`src/u2_rx_pkg.sv`:
```
/*
 * Receive core package
 * Settings bus map, readback word indexes, sample and line formats,
 * flow control limits and the framer state type
 */
package u2_rx_pkg;

   ////////////////////////////////////////
   // Settings bus
   localparam int SET_ADDR_W = 8;
   localparam int SET_DATA_W = 32;

   localparam logic [SET_ADDR_W-1:0] SR_MISC    = 8'd0;
   localparam logic [SET_ADDR_W-1:0] SR_TIME64  = 8'd10;
   localparam logic [SET_ADDR_W-1:0] SR_RX_CTRL = 8'd32;

   localparam logic [SET_ADDR_W-1:0] SR_LED_SW   = SR_MISC + 8'd3;
   localparam logic [SET_ADDR_W-1:0] SR_LED_SRC  = SR_MISC + 8'd6;
   localparam logic [SET_ADDR_W-1:0] SR_TIME_HI  = SR_TIME64 + 8'd0;
   localparam logic [SET_ADDR_W-1:0] SR_TIME_LO  = SR_TIME64 + 8'd1;
   localparam logic [SET_ADDR_W-1:0] SR_RX_CMD   = SR_RX_CTRL + 8'd0;
   localparam logic [SET_ADDR_W-1:0] SR_RX_DECIM = SR_RX_CTRL + 8'd1;
   localparam logic [SET_ADDR_W-1:0] SR_RX_CLEAR = SR_RX_CTRL + 8'd3;

   // Hardware drives bits 1 to 4 out of reset
   localparam logic [7:0] LED_SRC_RESET = 8'h1E;

   ////////////////////////////////////////
   // Readback
   localparam int RB_ADDR_W = 4;
   localparam logic [RB_ADDR_W-1:0] RB_STATUS  = 4'd8;
   localparam logic [RB_ADDR_W-1:0] RB_TIME_HI = 4'd10;
   localparam logic [RB_ADDR_W-1:0] RB_TIME_LO = 4'd11;
   localparam logic [RB_ADDR_W-1:0] RB_COMPAT  = 4'd12;
   // Major in the upper half, minor in the lower half
   localparam logic [31:0] COMPAT_NUM = {16'd8, 16'd2};

   ////////////////////////////////////////
   // Samples, lines and flow control
   localparam int ADC_W       = 14;
   localparam int SAMPLE_W    = 16;
   localparam int IQ_W        = 2 * SAMPLE_W;
   localparam int TIME_W      = 64;
   localparam int LINE_W      = 36;
   localparam int LINE_DATA_W = 32;
   localparam int NSAMPS_W    = 16;
   localparam int SEQ_W       = 16;
   localparam int DECIM_W     = 8;
   localparam int CREDIT_W    = 4;

   localparam logic [CREDIT_W-1:0] CREDIT_MAX = 4'd8;
   // Leaves room for the three header lines between strobes
   localparam logic [DECIM_W-1:0]  DECIM_MIN  = 8'd4;

   typedef enum logic [2:0] {
      FR_IDLE,
      FR_WAIT_FIRST,
      FR_HEADER,
      FR_TIME_HI,
      FR_TIME_LO,
      FR_FIRST_SAMPLE,
      FR_SAMPLES
   } framer_state_e;

endpackage

```
`src/rx_stream_if.sv`:
```
/*
 * Receive stream interfaces
 * rx_sample_if joins decimator and framer, rx_line_if joins
 * framer and credit sender
 */
`timescale 1ns/1ps

interface rx_sample_if;
   import u2_rx_pkg::*;

   logic              run;
   logic              strobe;
   // I in the upper half, Q in the lower half
   logic [IQ_W-1:0]   sample;
   logic [TIME_W-1:0] sample_time;

   modport decimator (
      input  run,
      output strobe,
      output sample,
      output sample_time
   );

   modport framer (
      output run,
      input  strobe,
      input  sample,
      input  sample_time
   );
endinterface

interface rx_line_if;
   import u2_rx_pkg::*;

   logic                   valid;
   logic [LINE_DATA_W-1:0] data;
   logic                   sof;
   logic                   eof;

   modport source (output valid, output data, output sof, output eof);
   modport sink   (input valid, input data, input sof, input eof);
endinterface

```
`src/core_regs.sv`:
```
/*
 * Core control registers
 * Decodes the misc and receive control settings, drives the LED mux
 * and returns status, time and compatibility words on readback
 */
`timescale 1ns/1ps

module core_regs (
   input  logic                              dsp_clk,
   input  logic                              arst_n_i,
   input  logic                              set_stb_i,
   input  logic [u2_rx_pkg::SET_ADDR_W-1:0]  set_addr_i,
   input  logic [u2_rx_pkg::SET_DATA_W-1:0]  set_data_i,
   input  logic                              clk_status_i,
   input  logic                              run_i,
   input  logic                              overrun_i,
   input  logic [u2_rx_pkg::TIME_W-1:0]      vita_time_i,
   input  logic [u2_rx_pkg::RB_ADDR_W-1:0]   readback_addr_i,
   output logic [31:0]                       readback_data_o,
   output logic [7:0]                        leds_o,
   output logic                              burst_start_o,
   output logic [u2_rx_pkg::NSAMPS_W-1:0]    nsamps_o,
   output logic [u2_rx_pkg::DECIM_W-1:0]     decim_o,
   output logic                              clear_o
);
   import u2_rx_pkg::*;

   logic [7:0] led_sw;
   logic [7:0] led_src;
   logic [7:0] led_hw;

   always_ff @(posedge dsp_clk or negedge arst_n_i) begin
      if (!arst_n_i) begin
         led_sw        <= '0;
         led_src       <= LED_SRC_RESET;
         decim_o       <= DECIM_MIN;
         nsamps_o      <= '0;
         burst_start_o <= 1'b0;
         clear_o       <= 1'b0;
      end else begin
         burst_start_o <= set_stb_i && (set_addr_i == SR_RX_CMD);
         clear_o       <= set_stb_i && (set_addr_i == SR_RX_CLEAR);
         if (set_stb_i) begin
            case (set_addr_i)
               SR_LED_SW:   led_sw   <= set_data_i[7:0];
               SR_LED_SRC:  led_src  <= set_data_i[7:0];
               SR_RX_CMD:   nsamps_o <= set_data_i[NSAMPS_W-1:0];
               SR_RX_DECIM: decim_o  <= set_data_i[DECIM_W-1:0];
               default:     ;
            endcase
         end
      end
   end

   // Hardware sources: clock status on bit 1, receive run on bit 3
   assign led_hw = {4'b0000, run_i, 1'b0, clk_status_i, 1'b0};
   assign leds_o = (led_src & led_hw) | (~led_src & led_sw);

   ////////////////////////////////////////
   // Readback word, one cycle after address
   always_ff @(posedge dsp_clk) begin
      case (readback_addr_i)
         RB_STATUS:  readback_data_o <= {20'd0, clk_status_i, 10'd0, overrun_i};
         RB_TIME_HI: readback_data_o <= vita_time_i[63:32];
         RB_TIME_LO: readback_data_o <= vita_time_i[31:0];
         RB_COMPAT:  readback_data_o <= COMPAT_NUM;
         default:    readback_data_o <= '0;
      endcase
   end

   a_set_addr_known: assert property (@(posedge dsp_clk) disable iff (!arst_n_i)
      set_stb_i |-> !$isunknown(set_addr_i));

endmodule

```
`src/vita_timer.sv`:
```
/*
 * VITA time counter
 * 64-bit count of sample clocks, loaded from the settings bus with a
 * staged high word so that both halves change on the same edge
 */
`timescale 1ns/1ps

module vita_timer (
   input  logic                             dsp_clk,
   input  logic                             arst_n_i,
   input  logic                             set_stb_i,
   input  logic [u2_rx_pkg::SET_ADDR_W-1:0] set_addr_i,
   input  logic [u2_rx_pkg::SET_DATA_W-1:0] set_data_i,
   output logic [u2_rx_pkg::TIME_W-1:0]     vita_time_o
);
   import u2_rx_pkg::*;

   logic [SET_DATA_W-1:0] time_hi_stage;

   always_ff @(posedge dsp_clk or negedge arst_n_i) begin
      if (!arst_n_i) begin
         time_hi_stage <= '0;
         vita_time_o   <= '0;
      end else begin
         if (set_stb_i && (set_addr_i == SR_TIME_HI)) begin
            time_hi_stage <= set_data_i;
         end
         // Low word write commits the staged high word
         if (set_stb_i && (set_addr_i == SR_TIME_LO)) begin
            vita_time_o <= {time_hi_stage, set_data_i};
         end else begin
            vita_time_o <= vita_time_o + 1'b1;
         end
      end
   end

endmodule

```
`src/rx_decimator.sv`:
```
/*
 * Receive decimator, pipeline stage one
 * Keeps one ADC sample pair every max(decim, DECIM_MIN) cycles while
 * run is high and registers it with its time
 */
`timescale 1ns/1ps

module rx_decimator (
   input  logic                          dsp_clk,
   input  logic                          arst_n_i,
   input  logic [u2_rx_pkg::ADC_W-1:0]   adc_a_i,
   input  logic [u2_rx_pkg::ADC_W-1:0]   adc_b_i,
   input  logic [u2_rx_pkg::DECIM_W-1:0] decim_i,
   input  logic [u2_rx_pkg::TIME_W-1:0]  vita_time_i,
   rx_sample_if.decimator                smp
);
   import u2_rx_pkg::*;

   logic [DECIM_W-1:0] rate;
   logic [DECIM_W-1:0] cnt;
   logic               keep;

   assign rate = (decim_i < DECIM_MIN) ? DECIM_MIN : decim_i;
   // Counter sits at zero while stopped, so a rising run keeps at once
   assign keep = smp.run && (cnt == '0);

   always_ff @(posedge dsp_clk or negedge arst_n_i) begin
      if (!arst_n_i) begin
         cnt        <= '0;
         smp.strobe <= 1'b0;
      end else begin
         smp.strobe <= keep;
         if (!smp.run) begin
            cnt <= '0;
         end else if (keep) begin
            cnt <= rate - 1'b1;
         end else begin
            cnt <= cnt - 1'b1;
         end
      end
   end

   // Widen to 16 bits with two low zero bits
   always_ff @(posedge dsp_clk) begin
      if (keep) begin
         smp.sample      <= {adc_a_i, 2'b00, adc_b_i, 2'b00};
         smp.sample_time <= vita_time_i;
      end
   end

   // Minimum rate keeps strobes apart
   a_strobe_spaced: assert property (@(posedge dsp_clk) disable iff (!arst_n_i)
      smp.strobe |=> !smp.strobe);

endmodule

```
`src/rx_framer.sv`:
```
/*
 * Receive framer, pipeline stage two
 * Turns a burst command and the kept samples into a header line,
 * two time lines and nsamps sample lines
 */
`timescale 1ns/1ps

module rx_framer (
   input  logic                           dsp_clk,
   input  logic                           arst_n_i,
   input  logic                           burst_start_i,
   input  logic [u2_rx_pkg::NSAMPS_W-1:0] nsamps_i,
   input  logic                           clear_i,
   rx_sample_if.framer                    smp,
   rx_line_if.source                      line
);
   import u2_rx_pkg::*;

   framer_state_e          state, state_nxt;
   logic [SEQ_W-1:0]       seq_num;
   logic [NSAMPS_W-1:0]    remaining;
   logic [LINE_DATA_W-1:0] hdr_word;
   logic [IQ_W-1:0]        first_sample;
   logic [TIME_W-1:0]      first_time;
   logic                   start;
   logic                   emit;
   logic                   emit_sof;
   logic                   emit_eof;
   logic [LINE_DATA_W-1:0] emit_data;
   logic                   sample_emit;

   assign start = (state == FR_IDLE) && burst_start_i && (nsamps_i != '0) && !clear_i;
   assign smp.run = (state != FR_IDLE);

   ////////////////////////////////////////
   // State names the line now on the output
   always_comb begin
      state_nxt = state;
      emit      = 1'b0;
      emit_sof  = 1'b0;
      emit_eof  = 1'b0;
      emit_data = first_sample;
      case (state)
         FR_IDLE: if (start) state_nxt = FR_WAIT_FIRST;
         FR_WAIT_FIRST: begin
            if (smp.strobe) begin
               state_nxt = FR_HEADER;
               emit      = 1'b1;
               emit_sof  = 1'b1;
               emit_data = hdr_word;
            end
         end
         FR_HEADER: begin
            state_nxt = FR_TIME_HI;
            emit      = 1'b1;
            emit_data = first_time[63:32];
         end
         FR_TIME_HI: begin
            state_nxt = FR_TIME_LO;
            emit      = 1'b1;
            emit_data = first_time[31:0];
         end
         FR_TIME_LO: begin
            state_nxt = FR_FIRST_SAMPLE;
            emit      = 1'b1;
            emit_eof  = (remaining == 16'd1);
         end
         default: begin
            if (remaining == '0) begin
               state_nxt = FR_IDLE;
            end else if (smp.strobe) begin
               state_nxt = FR_SAMPLES;
               emit      = 1'b1;
               emit_eof  = (remaining == 16'd1);
               emit_data = smp.sample;
            end
         end
      endcase
      if (clear_i) begin
         state_nxt = FR_IDLE;
         emit      = 1'b0;
      end
   end

   assign sample_emit = emit && (state_nxt inside {FR_FIRST_SAMPLE, FR_SAMPLES});

   always_ff @(posedge dsp_clk or negedge arst_n_i) begin
      if (!arst_n_i) begin
         state      <= FR_IDLE;
         seq_num    <= '0;
         remaining  <= '0;
         line.valid <= 1'b0;
      end else begin
         state      <= state_nxt;
         line.valid <= emit;
         if (start) begin
            seq_num   <= seq_num + 1'b1;
            remaining <= nsamps_i;
         end else if (sample_emit) begin
            remaining <= remaining - 1'b1;
         end
      end
   end

   always_ff @(posedge dsp_clk) begin
      if (start) begin
         hdr_word <= {seq_num, nsamps_i};
      end
      if ((state == FR_WAIT_FIRST) && smp.strobe) begin
         first_sample <= smp.sample;
         first_time   <= smp.sample_time;
      end
      line.data <= emit_data;
      line.sof  <= emit_sof;
      line.eof  <= emit_eof;
   end

   a_no_strobe_in_header: assert property (@(posedge dsp_clk) disable iff (!arst_n_i)
      (state inside {FR_HEADER, FR_TIME_HI, FR_TIME_LO}) |-> !smp.strobe);

endmodule

```
`src/rx_credit_sender.sv`:
```
/*
 * Receive credit sender, pipeline stage three
 * Registers lines to the output while credits remain, takes credits
 * back from the consumer and flags lines dropped at zero credit
 */
`timescale 1ns/1ps

module rx_credit_sender (
   input  logic                         dsp_clk,
   input  logic                         arst_n_i,
   input  logic                         clear_i,
   rx_line_if.sink                      line,
   input  logic                         rx_credit_i,
   output logic [u2_rx_pkg::LINE_W-1:0] rx_data_o,
   output logic                         rx_valid_o,
   output logic                         overrun_o
);
   import u2_rx_pkg::*;

   logic [CREDIT_W-1:0] credits;
   logic                send;
   logic                drop;

   assign send = line.valid && (credits != '0) && !clear_i;
   assign drop = line.valid && (credits == '0);

   always_ff @(posedge dsp_clk or negedge arst_n_i) begin
      if (!arst_n_i) begin
         credits    <= CREDIT_MAX;
         rx_valid_o <= 1'b0;
         overrun_o  <= 1'b0;
      end else begin
         rx_valid_o <= send;
         if (clear_i) begin
            credits   <= CREDIT_MAX;
            overrun_o <= 1'b0;
         end else begin
            if (drop) begin
               overrun_o <= 1'b1;
            end
            // Send and return in one cycle cancel out
            if (send && !rx_credit_i) begin
               credits <= credits - 1'b1;
            end else if (!send && rx_credit_i && (credits != CREDIT_MAX)) begin
               credits <= credits + 1'b1;
            end
         end
      end
   end

   // Flags sit above the 32 data bits
   always_ff @(posedge dsp_clk) begin
      if (send) begin
         rx_data_o <= {2'b00, line.eof, line.sof, line.data};
      end
   end

   a_credit_not_full: assert property (@(posedge dsp_clk) disable iff (!arst_n_i)
      rx_credit_i |-> (credits != CREDIT_MAX));

endmodule

```
`src/u2_rx_core.sv`:
```
/*
 * Receive core top level
 * Settings registers, VITA timer and the three stage receive chain
 * from the ADC inputs to the credit controlled line output
 */
`timescale 1ns/1ps

module u2_rx_core (
   input  logic                             dsp_clk,
   input  logic                             arst_n_i,
   input  logic                             set_stb_i,
   input  logic [u2_rx_pkg::SET_ADDR_W-1:0] set_addr_i,
   input  logic [u2_rx_pkg::SET_DATA_W-1:0] set_data_i,
   input  logic [u2_rx_pkg::ADC_W-1:0]      adc_a_i,
   input  logic [u2_rx_pkg::ADC_W-1:0]      adc_b_i,
   input  logic                             clk_status_i,
   input  logic [u2_rx_pkg::RB_ADDR_W-1:0]  readback_addr_i,
   output logic [31:0]                      readback_data_o,
   output logic [7:0]                       leds_o,
   output logic [u2_rx_pkg::LINE_W-1:0]     rx_data_o,
   output logic                             rx_valid_o,
   input  logic                             rx_credit_i,
   output logic                             overrun_o
);
   import u2_rx_pkg::*;

   logic                burst_start;
   logic [NSAMPS_W-1:0] nsamps;
   logic [DECIM_W-1:0]  decim;
   logic                clear;
   logic [TIME_W-1:0]   vita_time;

   rx_sample_if smp_if ();
   rx_line_if   line_if ();

   ////////////////////////////////////////
   // Control
   core_regs u_core_regs (
      .dsp_clk         (dsp_clk),
      .arst_n_i        (arst_n_i),
      .set_stb_i       (set_stb_i),
      .set_addr_i      (set_addr_i),
      .set_data_i      (set_data_i),
      .clk_status_i    (clk_status_i),
      .run_i           (smp_if.run),
      .overrun_i       (overrun_o),
      .vita_time_i     (vita_time),
      .readback_addr_i (readback_addr_i),
      .readback_data_o (readback_data_o),
      .leds_o          (leds_o),
      .burst_start_o   (burst_start),
      .nsamps_o        (nsamps),
      .decim_o         (decim),
      .clear_o         (clear)
   );

   vita_timer u_vita_timer (
      .dsp_clk     (dsp_clk),
      .arst_n_i    (arst_n_i),
      .set_stb_i   (set_stb_i),
      .set_addr_i  (set_addr_i),
      .set_data_i  (set_data_i),
      .vita_time_o (vita_time)
   );

   ////////////////////////////////////////
   // Receive pipeline
   rx_decimator u_rx_decimator (
      .dsp_clk     (dsp_clk),
      .arst_n_i    (arst_n_i),
      .adc_a_i     (adc_a_i),
      .adc_b_i     (adc_b_i),
      .decim_i     (decim),
      .vita_time_i (vita_time),
      .smp         (smp_if.decimator)
   );

   rx_framer u_rx_framer (
      .dsp_clk       (dsp_clk),
      .arst_n_i      (arst_n_i),
      .burst_start_i (burst_start),
      .nsamps_i      (nsamps),
      .clear_i       (clear),
      .smp           (smp_if.framer),
      .line          (line_if.source)
   );

   rx_credit_sender u_rx_credit_sender (
      .dsp_clk     (dsp_clk),
      .arst_n_i    (arst_n_i),
      .clear_i     (clear),
      .line        (line_if.sink),
      .rx_credit_i (rx_credit_i),
      .rx_data_o   (rx_data_o),
      .rx_valid_o  (rx_valid_o),
      .overrun_o   (overrun_o)
   );

endmodule

```
`config.mk`:
```
export PLATFORM = sky130hd
export DESIGN_NAME = u2_rx_core
export DESIGN_NICKNAME = d
export VERILOG_FILES = /design/src/u2_rx_pkg.sv /design/src/rx_stream_if.sv /design/src/core_regs.sv /design/src/vita_timer.sv /design/src/rx_decimator.sv /design/src/rx_framer.sv /design/src/rx_credit_sender.sv /design/src/u2_rx_core.sv
export SDC_FILE = /design/constraint.sdc
export NUM_CORES = 1
export LEC_CHECK = 0
export ABC_AREA = 1
export BUFFER_PORTS_ARGS = -buffer_cell sky130_fd_sc_hd__buf_2
export CAP_MARGIN = 40
export CORE_UTILIZATION = 45
export DETAILED_ROUTE_END_ITERATION = 10
export PLACE_DENSITY = 0.69
export SLEW_MARGIN = 20
export SYNTH_ARGS = -nofsm -noshare
export SYNTH_HDL_FRONTEND = slang
export SYNTH_HIERARCHICAL = 1
export SYNTH_SLANG_ARGS = --single-unit
```
`constraint.sdc`:
```
create_clock -name dsp_clk -period 3 [get_ports dsp_clk]
set_clock_uncertainty 0.05 [all_clocks]
set_input_delay 0 -clock dsp_clk [delete_from_list [all_inputs] [get_ports dsp_clk]]
set_output_delay 0 -clock dsp_clk [all_outputs]
set_load 0.005 [all_outputs]
```
# Word level (Yosys, flattened, before mapping)
# Cells that the tools add are included.
totals:
  out_inout_bits: 78
  elab_cells: 124
  reg_bits: 505
  inputBits: 77
classes:
  addsub: 7
  n_lt_le_gt_ge: 1
  bitwise: 4
  reduce_logical: 37
  n_eq_ne: 19
  n_mux: 29
op_table:
  columns: ["op", "n"]
  rows:
  - ["case mux 32 bit (4 select lines)", 2]
  - ["two-way mux 32 bit", 3]
  - ["adder 64 x 1 -> 64 bit (second input constant)", 1]
  - ["two-way mux 64 bit", 1]
  - ["two-way mux 16 bit", 2]
  - ["equality test 8 x 6 -> 1 bit (second input constant)", 3]
  - ["two-way mux 8 bit", 3]
  - ["adder 16 x 1 -> 16 bit (second input constant)", 1]
  - ["equality test 16 x 1 -> 1 bit (second input constant)", 1]
  - ["equality test 4 bit (second input constant)", 4]
  - ["equality test 8 x 4 -> 1 bit (second input constant)", 2]
  - ["logical AND 1 bit", 16]
  - ["logical NOT 16 bit", 1]
  - ["nonzero test 16 bit", 1]
  - ["subtractor 16 x 1 -> 16 bit (second input constant)", 1]
  - ["subtractor 8 x 1 -> 8 bit (second input constant)", 2]
  - ["two-way mux 3 bit", 5]
  - ["case mux 3 bit (5 select lines)", 1]
  - ["two-way mux 4 bit", 3]
  - ["equality test 3 bit (second input constant)", 3]
  - ["AND 8 x 4 -> 8 bit", 1]
  - ["AND 8 bit", 1]
  - ["equality test 8 x 2 -> 1 bit (second input constant)", 1]
  - ["equality test 8 x 3 -> 1 bit (second input constant)", 1]
  - ["other kinds (22)", 37]

# Logic depth before layout (Yosys ltp)
depth:
  depth_word: 12
  depth_mapped: 15
  mapped_depth_nobuf: 14

# Modules after synthesis
# Netlist, hierarchy kept.
modules_own_cells:
  columns: ["mod", "seq_area_each_um2", "area_each_um2", "cells_per_inst", "n_inst"]
  rows:
  - ["rx_framer", 5425.2, 8369.3, 801, 1]
  - ["vita_timer", 2402.3, 5631.7, 838, 1]
  - ["rx_decimator", 2987.9, 3523.4, 202, 1]
  - ["core_regs", 1697.9, 3046.7, 360, 1]
  - ["rx_credit_sender", 1172.4, 1465.2, 92, 1]

# Worst setup path before layout
# No wires, ideal clock.
synth_path:
  kind: "register -> register"
  startpoint: "register u_rx_framer.state[2]"
  endpoint: "register, netlist name u_rx_framer/first_sample[0]"
  t_required_ns: 2.501
  arrival_ns: 2.717
  path_stages_with_launch: 6
  setup_time_ns: 0.449
  n_path_buf: 0
  path_slack_ns: -0.217
  synth_period_minus_slack_ns: 3.217
  cell_sequence: "dfrtp_1 inv_2 nand2_1 nor2_2 nand2_1 inv_1"
synth_lines:
  columns: ["element", "line", "source"]
  rows:
  - ["start, declared", "rx_framer.sv:19", "framer_state_e state, state_nxt;"]
  - ["start signal, assigned", "rx_framer.sv:94", "state <= state_nxt;"]

# Worst setup path after layout
layout_path:
  startpoint: "input port set_addr_i[3] (netlist bit)"
  endpoint: "register u_core_regs/nsamps_o[10] (netlist bit)"
layout_via:
  elab_chain_cells: 2
layout_rtl:
  columns: ["element", "line", "source"]
  rows:
  - ["start, declared", "u2_rx_core.sv:12", "input logic [u2_rx_pkg::SET_ADDR_W-1:0] set_addr_i,"]
  - ["equality test 8 x 6 -> 1 bit", "core_regs.sv:44", "case (set_addr_i)"]
  - ["AND reduction 2 bit (no line)", null, null]
  - ["end signal, assigned", "core_regs.sv:47", "SR_RX_CMD: nsamps_o <= set_data_i[NSAMPS_W-1:0];"]
  - ["end, declared", "core_regs.sv:22", "output logic [u2_rx_pkg::NSAMPS_W-1:0] nsamps_o,"]
# Every way passes these cells.
# A chain may end at the register's enable or synchronous reset.

==> impl_metrics.py <==
metrics = {
    "global_route": {
        "grt_pass1_wl_um": 94900,
        "overflow": 0,
        "grt_max_degree": 97,
        "grtUsageTotal": 0.2480,
        "grt_pass1_vias": 16581,
        "grt_antenna_before_repair": 0,
    },
    "final_layout": {
        "instances_no_fill": 3234,
        "n_antenna_cell": 0,
        "multi_input_area_um2": 7262,
        "nFillCells": 4180,
        "fin_nets": 2658,
        "regArea_um2": 13690,
        "layout_commonest_cell": "nand2_1",
        "fin_util": 0.5526,
        "syn2layout_area_growth_pct": 20.48,
        "layout-drive-gt1-share": 0.1424,
        "most-common-layout-cells": "nand2_1 (701), edfxtp_1 (254), nor2_1 (222)",
    },
    "yosys": {
        "synthTopCellsByArea": "edfxtp_1 (35%), dfrtp_1 (21%), nand2_1 (12%)",
        "synth_cells": 2293,
        "ys_ff_latch": 509,
        "synth.largest_area_cell": "edfxtp_1",
        "yosysWarningCount": 6,
        "syn_area_per_cell_um2": 9.610,
        "yosysSeqAreaShare": 0.6211,
        "netlist_area_um2": 22040,
        "synth_top_cell_area_share": 0.3461,
        "synth_cell_types": 51,
    },
    "worst_setup_path": {
        "cp-start-kind": "input pin",
        "slowest_stage": "dlygate4sd3_1",
        "setup.worst_path.class": "input pin to flip-flop",
        "max_stage_delay_ns": 0.63,
        "path_buf_inv": 6,
        "rrSetupSlack_ns": 0.33,
        "rr_endpoint": "u_rx_framer/remaining[14]$_DFFE_PN0P_",
        "critPathArrivalTime_ns": 3.31,
        "cp_top_family": "buffers and inverters",
        "r2r_cells": 11,
        "crit_top_cell": "dlygate4sd3_1",
        "cp_max_fo": 24,
        "cp.required_ns": 3.49,
        "path_cells": "buf_2 > inv_2 > dlygate4sd3_1 > nand3_2 > dlygate4sd3_1 > nor2_4 > nand3_1 > dlygate4sd3_1 > nand2_1 > dlygate4sd3_1",
        "regToRegStartpoint": "u_rx_framer/state[1]$_DFF_PN0_",
        "cp-end-kind": "flip-flop",
    },
    "worst_hold_path": {
        "min_to": "u_rx_decimator/smp.sample[19]$_DFFE_PN_",
        "hold_path_class": "input pin to flip-flop",
        "hold_path_depth": 2,
        "worstHoldStart": "adc_a_i[1]",
    },
    "clock_network": {
        "clock_sinks": 509,
        "clockBufferDepth": 3,
        "cts_resized": 0,
        "clock_latency_ns": 0.62,
        "root_buffer": "clkbuf_16",
        "cts_tree": "done",
        "cts.htree.levels": 2,
        "post_cts_buffers": 0,
        "clk_pin_slew_ns": 0.06,
        "cts_made_buffers": 53,
    },
    "placement": {
        "dp.cells": 3014,
        "place_hpwl_um": 42020,
        "routabilityCongestion": 0.9313,
        "port_buffers": 152,
    },
    "floorplan": {
        "core_area_um2": 48050,
        "initial_core_util": 0.4586,
        "dieArea_um2": 49860,
        "die_y_um": 223.3,
        "num_rows": 80,
        "ios": 155,
        "die_w_um": 223.3,
    },
    "flow_run": {
        "cap_violations": 0,
    },
    "power": {
        "peakVddDrop_mv": 0.5378,
        "p_per_area_nw_per_um2": 748.5,
        "p_leak_nw": 11.36,
    },
    "drt": {
        "viasPerCell": 5.340,
        "dr.first_iter.drc_count": 1661,
        "routedWlPerCell_um": 19.07,
        "vias": 17268,
        "ant_nets": 0,
        "first_pass_iters": 6,
        "wl_um": 61670,
        "drc": 0,
    },
    "timing": {
        "relSlewSlack": 0.4410,
        "setup_viol": 0,
        "hold_viol_final": 0,
        "worst_pin_slew_ns": 0.8357,
        "fmax_mhz": 354.6,
        "fin_crit_ns": 2.820,
        "rsz0062_at_grt": "no",
        "slew_violations": 0,
        "fin_crit_sh": 0.9400,
        "setup_tns_ns": 0,
    },
    "outcome": {
        "status": "complete, no violations",
    },
}
==> cell usage after synthesis, drive strengths merged <==
| master | n |
|---|---|
| mux2 | 2 |
| nor4 | 3 |
| dfxtp | 66 |
| dfrtp | 183 |
| o22ai | 1 |
| nand3b | 7 |
| a32o | 1 |
| a221oi | 11 |
| nand2 | 723 |
| xor2 | 25 |
| a21oi | 46 |
| a211oi | 1 |
| a31oi | 1 |
| nor3 | 7 |
| clkinv | 1 |
| dfstp | 6 |
| buf | 43 |
| xnor2 | 24 |
| o21bai | 11 |
| ha | 7 |
| nand4 | 24 |
| a22oi | 21 |
| inv | 190 |
| a21o | 1 |
| o211ai | 11 |
| conb | 2 |
| a31o | 1 |
| clkbuf | 32 |
| nor2b | 1 |
| or2 | 5 |
| nand3 | 164 |
| o21ai | 163 |
| nor2 | 254 |
| edfxtp | 254 |
| o31a | 1 |
==> registers in the layout, summed over array words and instances (netlist names), 16 cells and up <==
| register | count |
|---|---|
| u_rx_framer/hdr_word | 32 |
| u_vita_timer/time_hi_stage | 32 |
| u_rx_framer/line.data | 32 |
| u_vita_timer/vita_time_o | 64 |
| u_rx_credit_sender/rx_data_o | 34 |
| u_rx_framer/first_sample | 32 |
| u_core_regs/nsamps_o | 16 |
| u_rx_framer/seq_num | 16 |
| u_rx_decimator/smp.sample_time | 64 |
| u_rx_decimator/smp.sample | 28 |
| u_core_regs/readback_data_o | 32 |
| u_rx_framer/remaining | 16 |
| u_rx_framer/first_time | 64 |
==> area by class of cell <==
cell class              instances  area share
well taps                     615     0.02898
inverters                     191     0.02719
clock buffers                  65     0.05396
flip-flops and latches        509      0.5155
clock inverters                35     0.01739
multi-input cells            1523      0.2735
repair buffers                296     0.08346
==> worst register-to-register path, cell delays in order (launching register included) <==
cell and delay (ns):
dfrtp_1 0.53, nor2_4 0.40, nand2_2 0.35, nor2_4 0.20, nand2_4 0.13, nand2_1 0.09, nand2_1 0.07, nand2_1 0.11
nand3_4 0.23, nand2_4 0.28, nand2_1 0.09, nand2_1 0.07
==> stage by stage <==
step,worst slack (ns),hold slack [ns],instance area (um^2),power (mW)
6_report,0.1800,0.04969,26550,19.87
3_3_place_gp,0.1999,0.06680,23440,12.75
4_1_cts,0.02181,0.01579,26540,19.97
2_1_floorplan,0.3235,-0.3456,22050,11.55
3_5_place_dp,0.1365,0.07352,23440,12.84
5_1_grt,0.03655,0.03769,26550,20.78
==> logic make-up (layout without fill, tap and decap cells) <==
| group | Yosys count | in the layout | share of synthesized area |
|---|---|---|---|
| xor+xnor | 49 | 49 | 0.01948 |
| compound gates | 270 | 270 | 0.06899 |
| flops | 509 | 509 | 0.6211 |
| other cells | 2 | 6 | 0.0003408 |
| mux | 2 | 2 | 0.001022 |
| buf+inv | 266 | 587 | 0.05048 |
| fa+ha+maj | 7 | 7 | 0.003974 |
| simple gates | 1188 | 1189 | 0.2347 |
==> routing by layer <==
layer  global-route usage  part of all wire  vias to the layer above
met2               0.4008              0.48                      704
met5                    0                 0                        -
li1                     -                 -                     8123
met1               0.3446              0.43                     8326
met4              0.08109             0.027                        0
met3              0.03622             0.071                      115
==> worst max path at each step <==
stage / startpoint / endpoint / slack, ns / depth (start not counted)
final: set_addr_i[3] / u_core_regs/nsamps_o[10]$_DFFE_PN0P_ / 0.18 / 10
after global routing: set_addr_i[3] / u_core_regs/nsamps_o[9]$_DFFE_PN0P_ / 0.04 / 10
after CTS: set_addr_i[3] / u_core_regs/nsamps_o[12]$_DFFE_PN0P_ / 0.02 / 10
after detailed placement: u_rx_framer/state[1]$_DFF_PN0_ / u_rx_framer/remaining[14]$_DFFE_PN0P_ / 0.14 / 11
after global placement: u_rx_framer/state[1]$_DFF_PN0_ / u_rx_framer/remaining[15]$_DFFE_PN0P_ / 0.20 / 11
after floorplan: u_rx_framer/state[1]$_DFF_PN0_ / u_rx_decimator/cnt[6]$_DFF_PN0_ / 0.32 / 11
==> timing repair <==
item / 4_1_cts / 5_1_grt
setup endpoints to repair: 0 / 26
hold buffers: 120 / 0
endpoints found under the hold margin: 322 / 0
==> power breakdown <==
part / leakage [nW] / total [mW] / internal, mW / switching, mW
Clock: 0.915 / 7.00 / 4.07 / 2.92
Sequential: 5.35 / 9.31 / 8.66 / 0.651
Combinational: 5.10 / 3.56 / 1.21 / 2.36
Total: 11.4 / 19.9 / 13.9 / 5.93
(Power assumes the default switching activity.)
